**config.mk**
```make
export PLATFORM = sky130hd
export DESIGN_NAME = blimp_lite_top
export DESIGN_NICKNAME = d
export VERILOG_FILES = /design/src/hdl/blimp_pkg.sv /design/src/hdl/alu_pipe.sv /design/src/hdl/blimp_lite_top.sv /design/src/hdl/commit_unit.sv /design/src/hdl/issue_unit.sv /design/src/hdl/mul_pipe.sv /design/src/hdl/reorder_buffer.sv
export SDC_FILE = /design/constraint.sdc
export NUM_CORES = 2
export LEC_CHECK = 0
export BUFFER_PORTS_ARGS = -buffer_cell sky130_fd_sc_hd__buf_2
export CORE_UTILIZATION = 30
export CTS_BUF_LIST = sky130_fd_sc_hd__clkbuf_4
export DETAILED_ROUTE_END_ITERATION = 6
export PLACE_DENSITY = 0.53
export SLEW_MARGIN = 5
export SYNTH_ARGS = -nofsm -noshare
export SYNTH_HDL_FRONTEND = slang
export SYNTH_SLANG_ARGS = --single-unit
```
**constraint.sdc**
```tcl
create_clock -name clk -period 14 [get_ports clk]
set_clock_uncertainty 0.15 [all_clocks]
set_input_delay 0 -clock clk [delete_from_list [all_inputs] [get_ports clk]]
set_output_delay 0 -clock clk [all_outputs]
set_load 0.02 [all_outputs]
```
**src/hdl/blimp_pkg.sv**
```systemverilog
// Shared sizes, opcode encodings and instruction formats
// Sequence numbers wrap at rob_depth, so at most 16 instructions may be in flight
// Operands travel inside the instruction word, so no register file is modeled

package blimp_pkg;

  // --------------------
  // Sizes
  // --------------------
  localparam int seq_bits   = 4;               // Sequence tag width
  localparam int rob_depth  = 16;              // One slot per tag value
  localparam int reg_bits   = 5;               // Destination register address
  localparam int xlen       = 32;              // Data width
  localparam int mul_stages = 4;               // Multiplier latency
  localparam int op_bits    = 2;

  localparam logic [xlen-1:0] reset_pc = 32'h0000_0200;

  // --------------------
  // Opcodes in bits 31:30
  // --------------------
  localparam logic [op_bits-1:0] op_add = 2'd0;
  localparam logic [op_bits-1:0] op_sub = 2'd1;
  localparam logic [op_bits-1:0] op_mul = 2'd2;
  localparam logic [op_bits-1:0] op_lui = 2'd3;

  // Arithmetic format for add, sub and mul
  typedef struct packed {
    logic [op_bits-1:0]  op;
    logic [reg_bits-1:0] rd;
    logic [11:0]         opa;                  // Zero-extended on issue
    logic [11:0]         opb;
    logic                pad;
  } inst_arith_t;

  // Upper format for lui
  typedef struct packed {
    logic [op_bits-1:0]  op;
    logic [reg_bits-1:0] rd;
    logic [24:0]         imm;                  // Lands at bits 31:7
  } inst_upper_t;

  // Same 32-bit word, two readings picked by op
  typedef union packed {
    inst_arith_t arith;
    inst_upper_t upper;
  } inst_word_u;

endpackage

```
**src/hdl/alu_pipe.sv**
```systemverilog
// Single-cycle ALU for add, sub and lui
// lui arrives pre-shifted and is executed as an add
`timescale 1ns/1ps

module alu_pipe (
  input  logic                              clk,
  input  logic                              arst_n,
  input  logic                              alu_val,
  input  logic [blimp_pkg::op_bits-1:0]     alu_op,
  input  logic [blimp_pkg::seq_bits-1:0]    alu_seq,
  input  logic [blimp_pkg::reg_bits-1:0]    alu_rd,
  input  logic [blimp_pkg::xlen-1:0]        alu_a,
  input  logic [blimp_pkg::xlen-1:0]        alu_b,
  output logic                              alu_done,
  output logic [blimp_pkg::seq_bits-1:0]    alu_done_seq,
  output logic [blimp_pkg::reg_bits-1:0]    alu_done_rd,
  output logic [blimp_pkg::xlen-1:0]        alu_done_data
);

  logic [blimp_pkg::xlen-1:0] result;

  // Wraps modulo 2^32
  assign result = (alu_op == blimp_pkg::op_sub) ? alu_a - alu_b : alu_a + alu_b;

  always_ff @(posedge clk or negedge arst_n) begin
    if (!arst_n) alu_done <= 1'b0;
    else         alu_done <= alu_val;
  end

  always_ff @(posedge clk) begin
    if (alu_val) begin
      alu_done_seq  <= alu_seq;
      alu_done_rd   <= alu_rd;
      alu_done_data <= result;
    end
  end

endmodule

```
**src/hdl/blimp_lite_top.sv**
```systemverilog
// Issue, two execute pipes, reorder buffer and commit
// Outside must hold inst_val low while stall is high
// Results complete out of order and retire in program order
`timescale 1ns/1ps

module blimp_lite_top (
  input  logic                              clk,
  input  logic                              arst_n,
  input  logic                              inst_val,
  input  blimp_pkg::inst_word_u             inst_word,
  output logic                              stall,
  output logic                              trace_val,
  output logic [blimp_pkg::xlen-1:0]        trace_pc,
  output logic [blimp_pkg::reg_bits-1:0]    trace_waddr,
  output logic [blimp_pkg::xlen-1:0]        trace_wdata,
  output logic                              trace_wen
);

  // --------------------
  // Wires
  // --------------------
  logic [blimp_pkg::seq_bits-1:0] alloc_seq;
  logic                           full;

  logic                           alu_val, mul_val;
  logic [blimp_pkg::op_bits-1:0]  alu_op;
  logic [blimp_pkg::seq_bits-1:0] alu_seq, mul_seq;
  logic [blimp_pkg::reg_bits-1:0] alu_rd, mul_rd;
  logic [blimp_pkg::xlen-1:0]     alu_a, alu_b, mul_a, mul_b;

  logic                           alu_done, mul_done;
  logic [blimp_pkg::seq_bits-1:0] alu_done_seq, mul_done_seq;
  logic [blimp_pkg::reg_bits-1:0] alu_done_rd, mul_done_rd;
  logic [blimp_pkg::xlen-1:0]     alu_done_data, mul_done_data;

  logic                           retire, head_ready;
  logic [blimp_pkg::reg_bits-1:0] head_rd;
  logic [blimp_pkg::xlen-1:0]     head_data;

  assign stall = full;                         // Back-pressure to the source

  // --------------------
  // Units
  // --------------------
  issue_unit issue0 (
    .clk, .arst_n, .inst_val, .inst_word, .alloc_seq,
    .alu_val, .alu_op, .alu_seq, .alu_rd, .alu_a, .alu_b,
    .mul_val, .mul_seq, .mul_rd, .mul_a, .mul_b
  );

  alu_pipe alu0 (
    .clk, .arst_n, .alu_val, .alu_op, .alu_seq, .alu_rd, .alu_a, .alu_b,
    .alu_done, .alu_done_seq, .alu_done_rd, .alu_done_data
  );

  mul_pipe mul0 (
    .clk, .arst_n, .mul_val, .mul_seq, .mul_rd, .mul_a, .mul_b,
    .mul_done, .mul_done_seq, .mul_done_rd, .mul_done_data
  );

  reorder_buffer rob0 (
    .clk, .arst_n,
    .alloc (inst_val),                         // Every strobe takes a slot
    .alloc_seq, .full,
    .alu_done, .alu_done_seq, .alu_done_rd, .alu_done_data,
    .mul_done, .mul_done_seq, .mul_done_rd, .mul_done_data,
    .retire, .head_ready, .head_rd, .head_data
  );

  commit_unit commit0 (
    .clk, .arst_n, .head_ready, .head_rd, .head_data, .retire,
    .trace_val, .trace_pc, .trace_waddr, .trace_wdata, .trace_wen
  );

endmodule

```
**src/hdl/commit_unit.sv**
```systemverilog
// In-order retire and instruction trace
// At most one retire per cycle, trace follows on the retire edge
// x0 writes retire with wen low
`timescale 1ns/1ps

module commit_unit (
  input  logic                              clk,
  input  logic                              arst_n,
  input  logic                              head_ready,
  input  logic [blimp_pkg::reg_bits-1:0]    head_rd,
  input  logic [blimp_pkg::xlen-1:0]        head_data,
  output logic                              retire,
  output logic                              trace_val,
  output logic [blimp_pkg::xlen-1:0]        trace_pc,
  output logic [blimp_pkg::reg_bits-1:0]    trace_waddr,
  output logic [blimp_pkg::xlen-1:0]        trace_wdata,
  output logic                              trace_wen
);

  logic [blimp_pkg::xlen-1:0] pc;              // pc of the next retire

  // Head is taken on the next edge whenever it is complete
  assign retire = head_ready;

  // --------------------
  // Retire state
  // --------------------
  always_ff @(posedge clk or negedge arst_n) begin
    if (!arst_n) begin
      pc        <= blimp_pkg::reset_pc;
      trace_val <= 1'b0;
      trace_wen <= 1'b0;
    end else begin
      trace_val <= retire;                     // One-cycle strobe
      if (retire) begin
        pc        <= pc + 32'd4;
        trace_wen <= head_rd != '0;            // x0 is never written
      end
    end
  end

  // Trace payload, qualified by trace_val
  always_ff @(posedge clk) begin
    if (retire) begin
      trace_pc    <= pc;
      trace_waddr <= head_rd;
      trace_wdata <= head_data;
    end
  end

endmodule

```
**src/hdl/issue_unit.sv**
```systemverilog
// Decode and dispatch, one instruction per strobe
// Caller keeps inst_val low while the reorder buffer is full
// Dispatch is registered, so the pipes see it one cycle after acceptance
`timescale 1ns/1ps

module issue_unit (
  input  logic                              clk,
  input  logic                              arst_n,
  input  logic                              inst_val,
  input  blimp_pkg::inst_word_u             inst_word,
  input  logic [blimp_pkg::seq_bits-1:0]    alloc_seq,
  output logic                              alu_val,
  output logic [blimp_pkg::op_bits-1:0]     alu_op,
  output logic [blimp_pkg::seq_bits-1:0]    alu_seq,
  output logic [blimp_pkg::reg_bits-1:0]    alu_rd,
  output logic [blimp_pkg::xlen-1:0]        alu_a,
  output logic [blimp_pkg::xlen-1:0]        alu_b,
  output logic                              mul_val,
  output logic [blimp_pkg::seq_bits-1:0]    mul_seq,
  output logic [blimp_pkg::reg_bits-1:0]    mul_rd,
  output logic [blimp_pkg::xlen-1:0]        mul_a,
  output logic [blimp_pkg::xlen-1:0]        mul_b
);

  logic                       is_mul;
  logic                       is_lui;
  logic [blimp_pkg::xlen-1:0] opa_ext;
  logic [blimp_pkg::xlen-1:0] opb_ext;
  logic [blimp_pkg::xlen-1:0] upper_imm;

  // --------------------
  // Decode
  // --------------------
  assign is_mul = inst_word.arith.op == blimp_pkg::op_mul;
  assign is_lui = inst_word.upper.op == blimp_pkg::op_lui;

  assign opa_ext   = {20'd0, inst_word.arith.opa};  // 12-bit operands
  assign opb_ext   = {20'd0, inst_word.arith.opb};
  assign upper_imm = {inst_word.upper.imm, 7'd0};   // imm << 7

  // Strobes, exactly one per accepted word
  always_ff @(posedge clk or negedge arst_n) begin
    if (!arst_n) begin
      alu_val <= 1'b0;
      mul_val <= 1'b0;
    end else begin
      alu_val <= inst_val && !is_mul;
      mul_val <= inst_val && is_mul;
    end
  end

  // --------------------
  // Dispatch payload
  // --------------------
  always_ff @(posedge clk) begin
    if (inst_val && !is_mul) begin
      alu_op  <= inst_word.arith.op;
      alu_seq <= alloc_seq;                         // Tag from the tail slot
      alu_rd  <= inst_word.arith.rd;                // Same bits in both formats
      alu_a   <= is_lui ? upper_imm : opa_ext;
      alu_b   <= is_lui ? '0 : opb_ext;             // lui becomes imm + 0
    end
    if (inst_val && is_mul) begin
      mul_seq <= alloc_seq;
      mul_rd  <= inst_word.arith.rd;
      mul_a   <= opa_ext;
      mul_b   <= opb_ext;
    end
  end

endmodule

```
**src/hdl/mul_pipe.sv**
```systemverilog
// Pipelined multiplier, low 32 bits of the product only
// Fixed latency of mul_stages cycles, accepts one operation per cycle
// No stall input, results leave the last stage unconditionally
`timescale 1ns/1ps

module mul_pipe (
  input  logic                              clk,
  input  logic                              arst_n,
  input  logic                              mul_val,
  input  logic [blimp_pkg::seq_bits-1:0]    mul_seq,
  input  logic [blimp_pkg::reg_bits-1:0]    mul_rd,
  input  logic [blimp_pkg::xlen-1:0]        mul_a,
  input  logic [blimp_pkg::xlen-1:0]        mul_b,
  output logic                              mul_done,
  output logic [blimp_pkg::seq_bits-1:0]    mul_done_seq,
  output logic [blimp_pkg::reg_bits-1:0]    mul_done_rd,
  output logic [blimp_pkg::xlen-1:0]        mul_done_data
);

  localparam int last = blimp_pkg::mul_stages - 1;

  logic [blimp_pkg::mul_stages-1:0] stg_val;                        // Valid per stage
  logic [blimp_pkg::seq_bits-1:0]   stg_seq  [blimp_pkg::mul_stages];
  logic [blimp_pkg::reg_bits-1:0]   stg_rd   [blimp_pkg::mul_stages];
  logic [blimp_pkg::xlen-1:0]       stg_prod [blimp_pkg::mul_stages];
  logic [blimp_pkg::xlen-1:0]       product;

  assign product = mul_a * mul_b;              // Truncated to xlen

  // --------------------
  // Valid shift chain
  // --------------------
  always_ff @(posedge clk or negedge arst_n) begin
    if (!arst_n) stg_val <= '0;
    else         stg_val <= {stg_val[last-1:0], mul_val};
  end

  // Tag, destination and product ride along
  always_ff @(posedge clk) begin
    stg_seq[0]  <= mul_seq;
    stg_rd[0]   <= mul_rd;
    stg_prod[0] <= product;                    // Formed in stage 1
    for (int i = 1; i <= last; i++) begin
      stg_seq[i]  <= stg_seq[i-1];
      stg_rd[i]   <= stg_rd[i-1];
      stg_prod[i] <= stg_prod[i-1];
    end
  end

  assign mul_done      = stg_val[last];
  assign mul_done_seq  = stg_seq[last];
  assign mul_done_rd   = stg_rd[last];
  assign mul_done_data = stg_prod[last];

endmodule

```
**src/hdl/reorder_buffer.sv**
```systemverilog
// Completion slots indexed by sequence number, retired from the head
// Two write ports, never to the same slot in one cycle
// alloc must stay low while full is high, it is not checked here
`timescale 1ns/1ps

module reorder_buffer (
  input  logic                              clk,
  input  logic                              arst_n,
  input  logic                              alloc,
  output logic [blimp_pkg::seq_bits-1:0]    alloc_seq,
  output logic                              full,
  input  logic                              alu_done,
  input  logic [blimp_pkg::seq_bits-1:0]    alu_done_seq,
  input  logic [blimp_pkg::reg_bits-1:0]    alu_done_rd,
  input  logic [blimp_pkg::xlen-1:0]        alu_done_data,
  input  logic                              mul_done,
  input  logic [blimp_pkg::seq_bits-1:0]    mul_done_seq,
  input  logic [blimp_pkg::reg_bits-1:0]    mul_done_rd,
  input  logic [blimp_pkg::xlen-1:0]        mul_done_data,
  input  logic                              retire,
  output logic                              head_ready,
  output logic [blimp_pkg::reg_bits-1:0]    head_rd,
  output logic [blimp_pkg::xlen-1:0]        head_data
);

  logic [blimp_pkg::seq_bits-1:0]  head;       // Oldest in flight
  logic [blimp_pkg::seq_bits-1:0]  tail;       // Next tag to hand out
  logic [blimp_pkg::seq_bits:0]    count;      // 0 to rob_depth
  logic [blimp_pkg::rob_depth-1:0] done;       // Slot holds a result

  logic [blimp_pkg::reg_bits-1:0]  slot_rd   [blimp_pkg::rob_depth];
  logic [blimp_pkg::xlen-1:0]      slot_data [blimp_pkg::rob_depth];

  // --------------------
  // Status
  // --------------------
  assign alloc_seq  = tail;
  assign full       = count == (blimp_pkg::seq_bits + 1)'(blimp_pkg::rob_depth);
  assign head_ready = done[head];              // Visible right after the write edge
  assign head_rd    = slot_rd[head];
  assign head_data  = slot_data[head];

  // --------------------
  // Pointers and done bits
  // --------------------
  always_ff @(posedge clk or negedge arst_n) begin
    if (!arst_n) begin
      head  <= '0;
      tail  <= '0;
      count <= '0;
      done  <= '0;
    end else begin
      if (alloc) begin
        done[tail] <= 1'b0;                    // Fresh slot waits for its pipe
        tail       <= tail + 1'b1;             // Wraps at rob_depth
      end
      if (alu_done) done[alu_done_seq] <= 1'b1;
      if (mul_done) done[mul_done_seq] <= 1'b1;
      if (retire) begin
        // Clear on the way out so an empty buffer never looks ready
        done[head] <= 1'b0;
        head       <= head + 1'b1;
      end
      case ({alloc, retire})
        2'b10:   count <= count + 1'b1;
        2'b01:   count <= count - 1'b1;
        default: count <= count;               // Both or neither
      endcase
    end
  end

  // --------------------
  // Result storage
  // --------------------
  always_ff @(posedge clk) begin
    if (alu_done) begin
      slot_rd[alu_done_seq]   <= alu_done_rd;
      slot_data[alu_done_seq] <= alu_done_data;
    end
    if (mul_done) begin
      slot_rd[mul_done_seq]   <= mul_done_rd;
      slot_data[mul_done_seq] <= mul_done_data;
    end
  end

endmodule

```
==> results.py <==
metrics = {
    "detailed_routing": {
        "drtPass1Iterations": 5,
        "avgViaCountPerCell": 4.869,
        "post-route-drc-count": 0,
        "ant_nets": 0,
        "wirelength_um": 132300,
        "wl_per_cell_um": 23.22,
        "vias": 27755,
        "drtIter0Drc": 1818,
    },
    "final_layout": {
        "regArea_sq_um": 28020,
        "nFillCells": 15122,
        "drive_gt1_frac": 0.3634,
        "multi_input_area_sq_um": 18490,
        "nNetsFinal": 3671,
        "final_area_sq_um": 55120,
        "layout.cells.non_filler": 5700,
        "area_growth_pct": 15.58,
    },
    "floorplan": {
        "die_y_um": 400.7,
        "num_rows": 145,
        "initial_core_util": 0.3039,
        "ios": 107,
        "die-area_sq_um": 160600,
        "die_w_um": 400.7,
        "core_area_sq_um": 156900,
    },
    "sta": {
        "fin_crit_sh": 0.4237,
        "slew_viol_final": 0,
        "slew_headroom": 0.2415,
        "min_period_ns": 5.932,
        "tns_ns": 0,
        "hold_viol": 0,
        "fin_ws_ns": 8.068,
        "fmaxAchievable_mhz": 168.6,
        "worst_pin_slew_ns": 1.138,
        "setup_viol": 0,
        "rsz0062_at_grt": "false",
    },
    "critical_path": {
        "critical_path_arrival_ns": 6.86,
        "crit_required_ns": 14.92,
        "r2r_end": "mul0.stg_prod[0][22]$_DFF_P_",
        "r2r_start": "issue0.mul_b[8]$_DFFE_PP_",
        "reg2reg_slack_ns": 8.07,
        "path_max_fanout": 12,
        "end_kind": "flip-flop",
        "worstSetupStartpointType": "flip-flop",
        "r2r_cells": 18,
        "path_class": "reg2reg",
    },
    "pwr": {
        "power_mw": 10.06,
        "p_leak_nw": 20.04,
        "combPwrFrac": 0.304,
        "seqPwrFrac": 0.425,
        "clockPowerShare": 0.272,
        "power_switching_mw": 3.383,
        "p_int_mw": 6.675,
        "powerDensity_nw_per_um2": 182.5,
        "vdd_ir_drop_max_v": 0.0001201,
        "switching_share": 0.3364,
    },
    "clock_tree": {
        "clock_latency_ns": 1.23,
        "cts_buffer_depth": 4,
        "clk_pin_slew_ns": 0.07,
        "cts.sinks": 988,
        "cts_resized": 0,
        "cts_root_buf": "clkbuf_4",
        "hold_buffers": 92,
        "cts_tree": "yes",
        "numCtsBuffers": 290,
        "htree_levels": 5,
        "post_cts_buffers": 0,
    },
    "placed_design": {
        "dpl.cell_count": 5100,
        "dpl.hpwl_um": 78460,
        "io_buffers": 104,
        "dp_slack_ns": 8.143,
        "dpl_cell_area_sq_um": 50560,
        "gp_congestion": 0.8104,
    },
    "synthesis": {
        "yosysSeqAreaShare": 0.5873,
        "synth_top_area_share": 0.4962,
        "yosys.area.top_type": "edfxtp_1",
        "synth_area_leaders": "edfxtp_1 (50%), mux2_2 (11%), mux4_2 (8.8%), dfxtp_1 (5.5%), fa_1 (4.3%)",
        "synth-seq-cells": 988,
        "async_reset_ff_frac": 0.06883,
        "netlist_area_sq_um": 47690,
        "synth_edf_count": 788,
        "synth_area_per_cell_sq_um": 15.34,
        "synth_flop_cell": "edfxtp_1",
        "ys_types": 77,
        "synthCells": 3110,
        "ys_warn_count": 0,
    },
    "flow_run": {
        "maxCapViolCount": 0,
    },
    "hold_path": {
        "hp-start": "inst_word[29]",
        "hp-class": "in2reg",
        "whs_path_depth": 3,
        "min_to": "issue0.alu_rd[4]$_DFFE_PP_",
    },
    "global_routing": {
        "grt_max_degree": 94,
        "grt.total_usage": 0.1642,
        "antenna_found_initial": 8,
        "grt_pass1_vias": 28708,
        "grt-ovfl-total": 0,
        "grt_pass1_wl_um": 195000,
    },
    "status": {
        "status": "complete, no violations",
    },
}
## worst max-delay path: stages, from the launching register on
cell and delay (ns):
edfxtp_1 0.56, and2_1 0.26, fa_1 0.55, inv_1 0.05
fa_1 0.48, inv_1 0.06, fa_1 0.50, fa_1 0.55
inv_1 0.06, fa_1 0.52, inv_1 0.04, ha_1 0.33
a21oi_1 0.15, nor2_1 0.06, a21o_1 0.18, a2111oi_0 0.53
o21bai_1 0.25, a221oi_1 0.40, xnor2_1 0.16
## registers in the layout (all words and copies together), names as in the netlist, 12 cells and up
signal	count
issue0.mul_b	12
issue0.mul_a	12
mul0.stg_rd	20
rob0.slot_data	512
mul0.stg_seq	16
rob0.slot_rd	80
issue0.alu_b	12
rob0.done	16
commit0.trace_wdata	32
commit0.pc	30
mul0.stg_prod	96
alu0.alu_done_data	32
issue0.alu_a	32
commit0.trace_pc	30
## metal layers
layer	vias up	part of all wire	wire length, um	global-route usage
met5	-	0	0	0
met4	0	0.021	2783	0.04980
met3	234	0.050	6575	0.03354
met2	829	0.49	64380	0.2731
met1	14281	0.44	58600	0.2147
li1	12411	-	-	-
## synthesized netlist by cell type (3+ instances only)
master,count
a211o_1,3
nor3_1,10
o31ai_1,3
xor2_1,34
nor2_1,59
and4_1,5
buf_2,19
dfxtp_1,132
xnor2_1,62
or2_2,6
a2bb2oi_1,13
and3_1,26
nand3_1,20
nand4_1,18
ha_1,108
clkbuf_1,184
mux2_2,470
a21o_1,22
fa_1,102
nor4_1,8
nand2_1,154
o22ai_1,9
mux4_2,186
o21a_1,19
a211oi_1,5
buf_4,4
and2_1,129
nand2b_1,11
a22oi_1,8
a32oi_1,3
dfrtp_1,67
buf_1,7
nand3b_1,6
mux2i_1,3
nor2b_1,91
or3_1,4
inv_1,160
a21oi_1,57
edfxtp_1,788
o21ai_0,33
a31oi_1,7
o21bai_1,6
## power groups by stage
stage	Sequential [mW]	Clock, mW	Combinational, mW
final	4.27	2.73	3.05
after global routing	4.33	2.97	3.35
after CTS	4.27	2.82	3.11
after detailed placement	4.33	0	3.07
after global placement	4.33	0	3.06
after floorplan	4.14	0	2.26
## worst max-delay path by stage
stage                                    from                           end  slack [ns]  cells after the start
CTS                 issue0.mul_b[8]$_DFFE_PP_  mul0.stg_prod[0][22]$_DFF_P_        8.10                     18
global placement    issue0.mul_b[8]$_DFFE_PP_  mul0.stg_prod[0][22]$_DFF_P_        8.07                     18
floorplan           issue0.mul_a[3]$_DFFE_PP_  mul0.stg_prod[0][22]$_DFF_P_        8.75                     19
detailed placement  issue0.mul_b[8]$_DFFE_PP_  mul0.stg_prod[0][22]$_DFF_P_        8.14                     18
finish              issue0.mul_b[8]$_DFFE_PP_  mul0.stg_prod[0][22]$_DFF_P_        8.07                     18
global route        issue0.mul_b[8]$_DFFE_PP_  mul0.stg_prod[0][22]$_DFF_P_        7.78                     18
## area by class of cell
| class | instances | area share |
|---|---|---|
| Clock buffer | 444 | 0.06047 |
| Clock inverter | 52 | 0.005084 |
| Tap cell | 2058 | 0.04671 |
| Inverter | 160 | 0.01090 |
| Timing Repair Buffer | 240 | 0.03241 |
| Antenna cell | 12 | 0.0005448 |
| Multi-Input combinational cell | 1746 | 0.3355 |
| Sequential cell | 988 | 0.5084 |
## layout by cell type, fill, tap and decap left out, types with 7 or more instances in the layout
cell / synthesis / layout
mux4_2: 186 / 186
o21a_1: 19 / 19
clkinv_1: 0 / 42
o22ai_4: 0 / 9
a21o_1: 22 / 22
dfxtp_1: 132 / 132
fa_1: 102 / 102
clkbuf_4: 0 / 444
buf_4: 4 / 44
buf_2: 19 / 103
diode_2: 0 / 12
dlygate4sd3_1: 0 / 92
nor3_1: 10 / 10
nor2_1: 59 / 50
dfrtp_1: 67 / 62
nor4_1: 8 / 8
xor2_1: 34 / 34
a21oi_1: 57 / 56
and2_1: 129 / 129
a2bb2oi_1: 13 / 13
nand4_1: 18 / 18
xnor2_1: 62 / 62
edfxtp_1: 788 / 788
a31oi_1: 7 / 7
ha_1: 108 / 108
o21ai_0: 33 / 31
nor2b_1: 91 / 90
and3_1: 26 / 25
a22oi_1: 8 / 8
mux2_2: 470 / 470
inv_1: 160 / 160
nor2_4: 1 / 10
nand2_1: 154 / 148
nand3_1: 20 / 20
nand2b_1: 11 / 8
## logic make-up (layout without fill, tap and decap cells)
| group | count (synthesis) | count (layout) | synth area share |
|---|---|---|---|
| flops | 988 | 988 | 0.5873 |
| mux | 659 | 659 | 0.1994 |
| xor+xnor | 96 | 96 | 0.01763 |
| fa+ha+maj | 210 | 210 | 0.07115 |
| compound gates | 219 | 219 | 0.03080 |
| other cells | 1 | 14 | 0.00007863 |
| simple gates | 560 | 560 | 0.06281 |
| buf+inv | 377 | 896 | 0.03083 |
## through the flow
step	utilization	hold WS, ns
floorplan	-	-0.4456
global placement	0.3222	-0.2997
detailed placement	0.3222	-0.3001
CTS	0.3511	0.007422
global route	0.3512	0.01167
finish	0.3513	0.1384
Note: power is estimated with default switching activity, not from simulation.
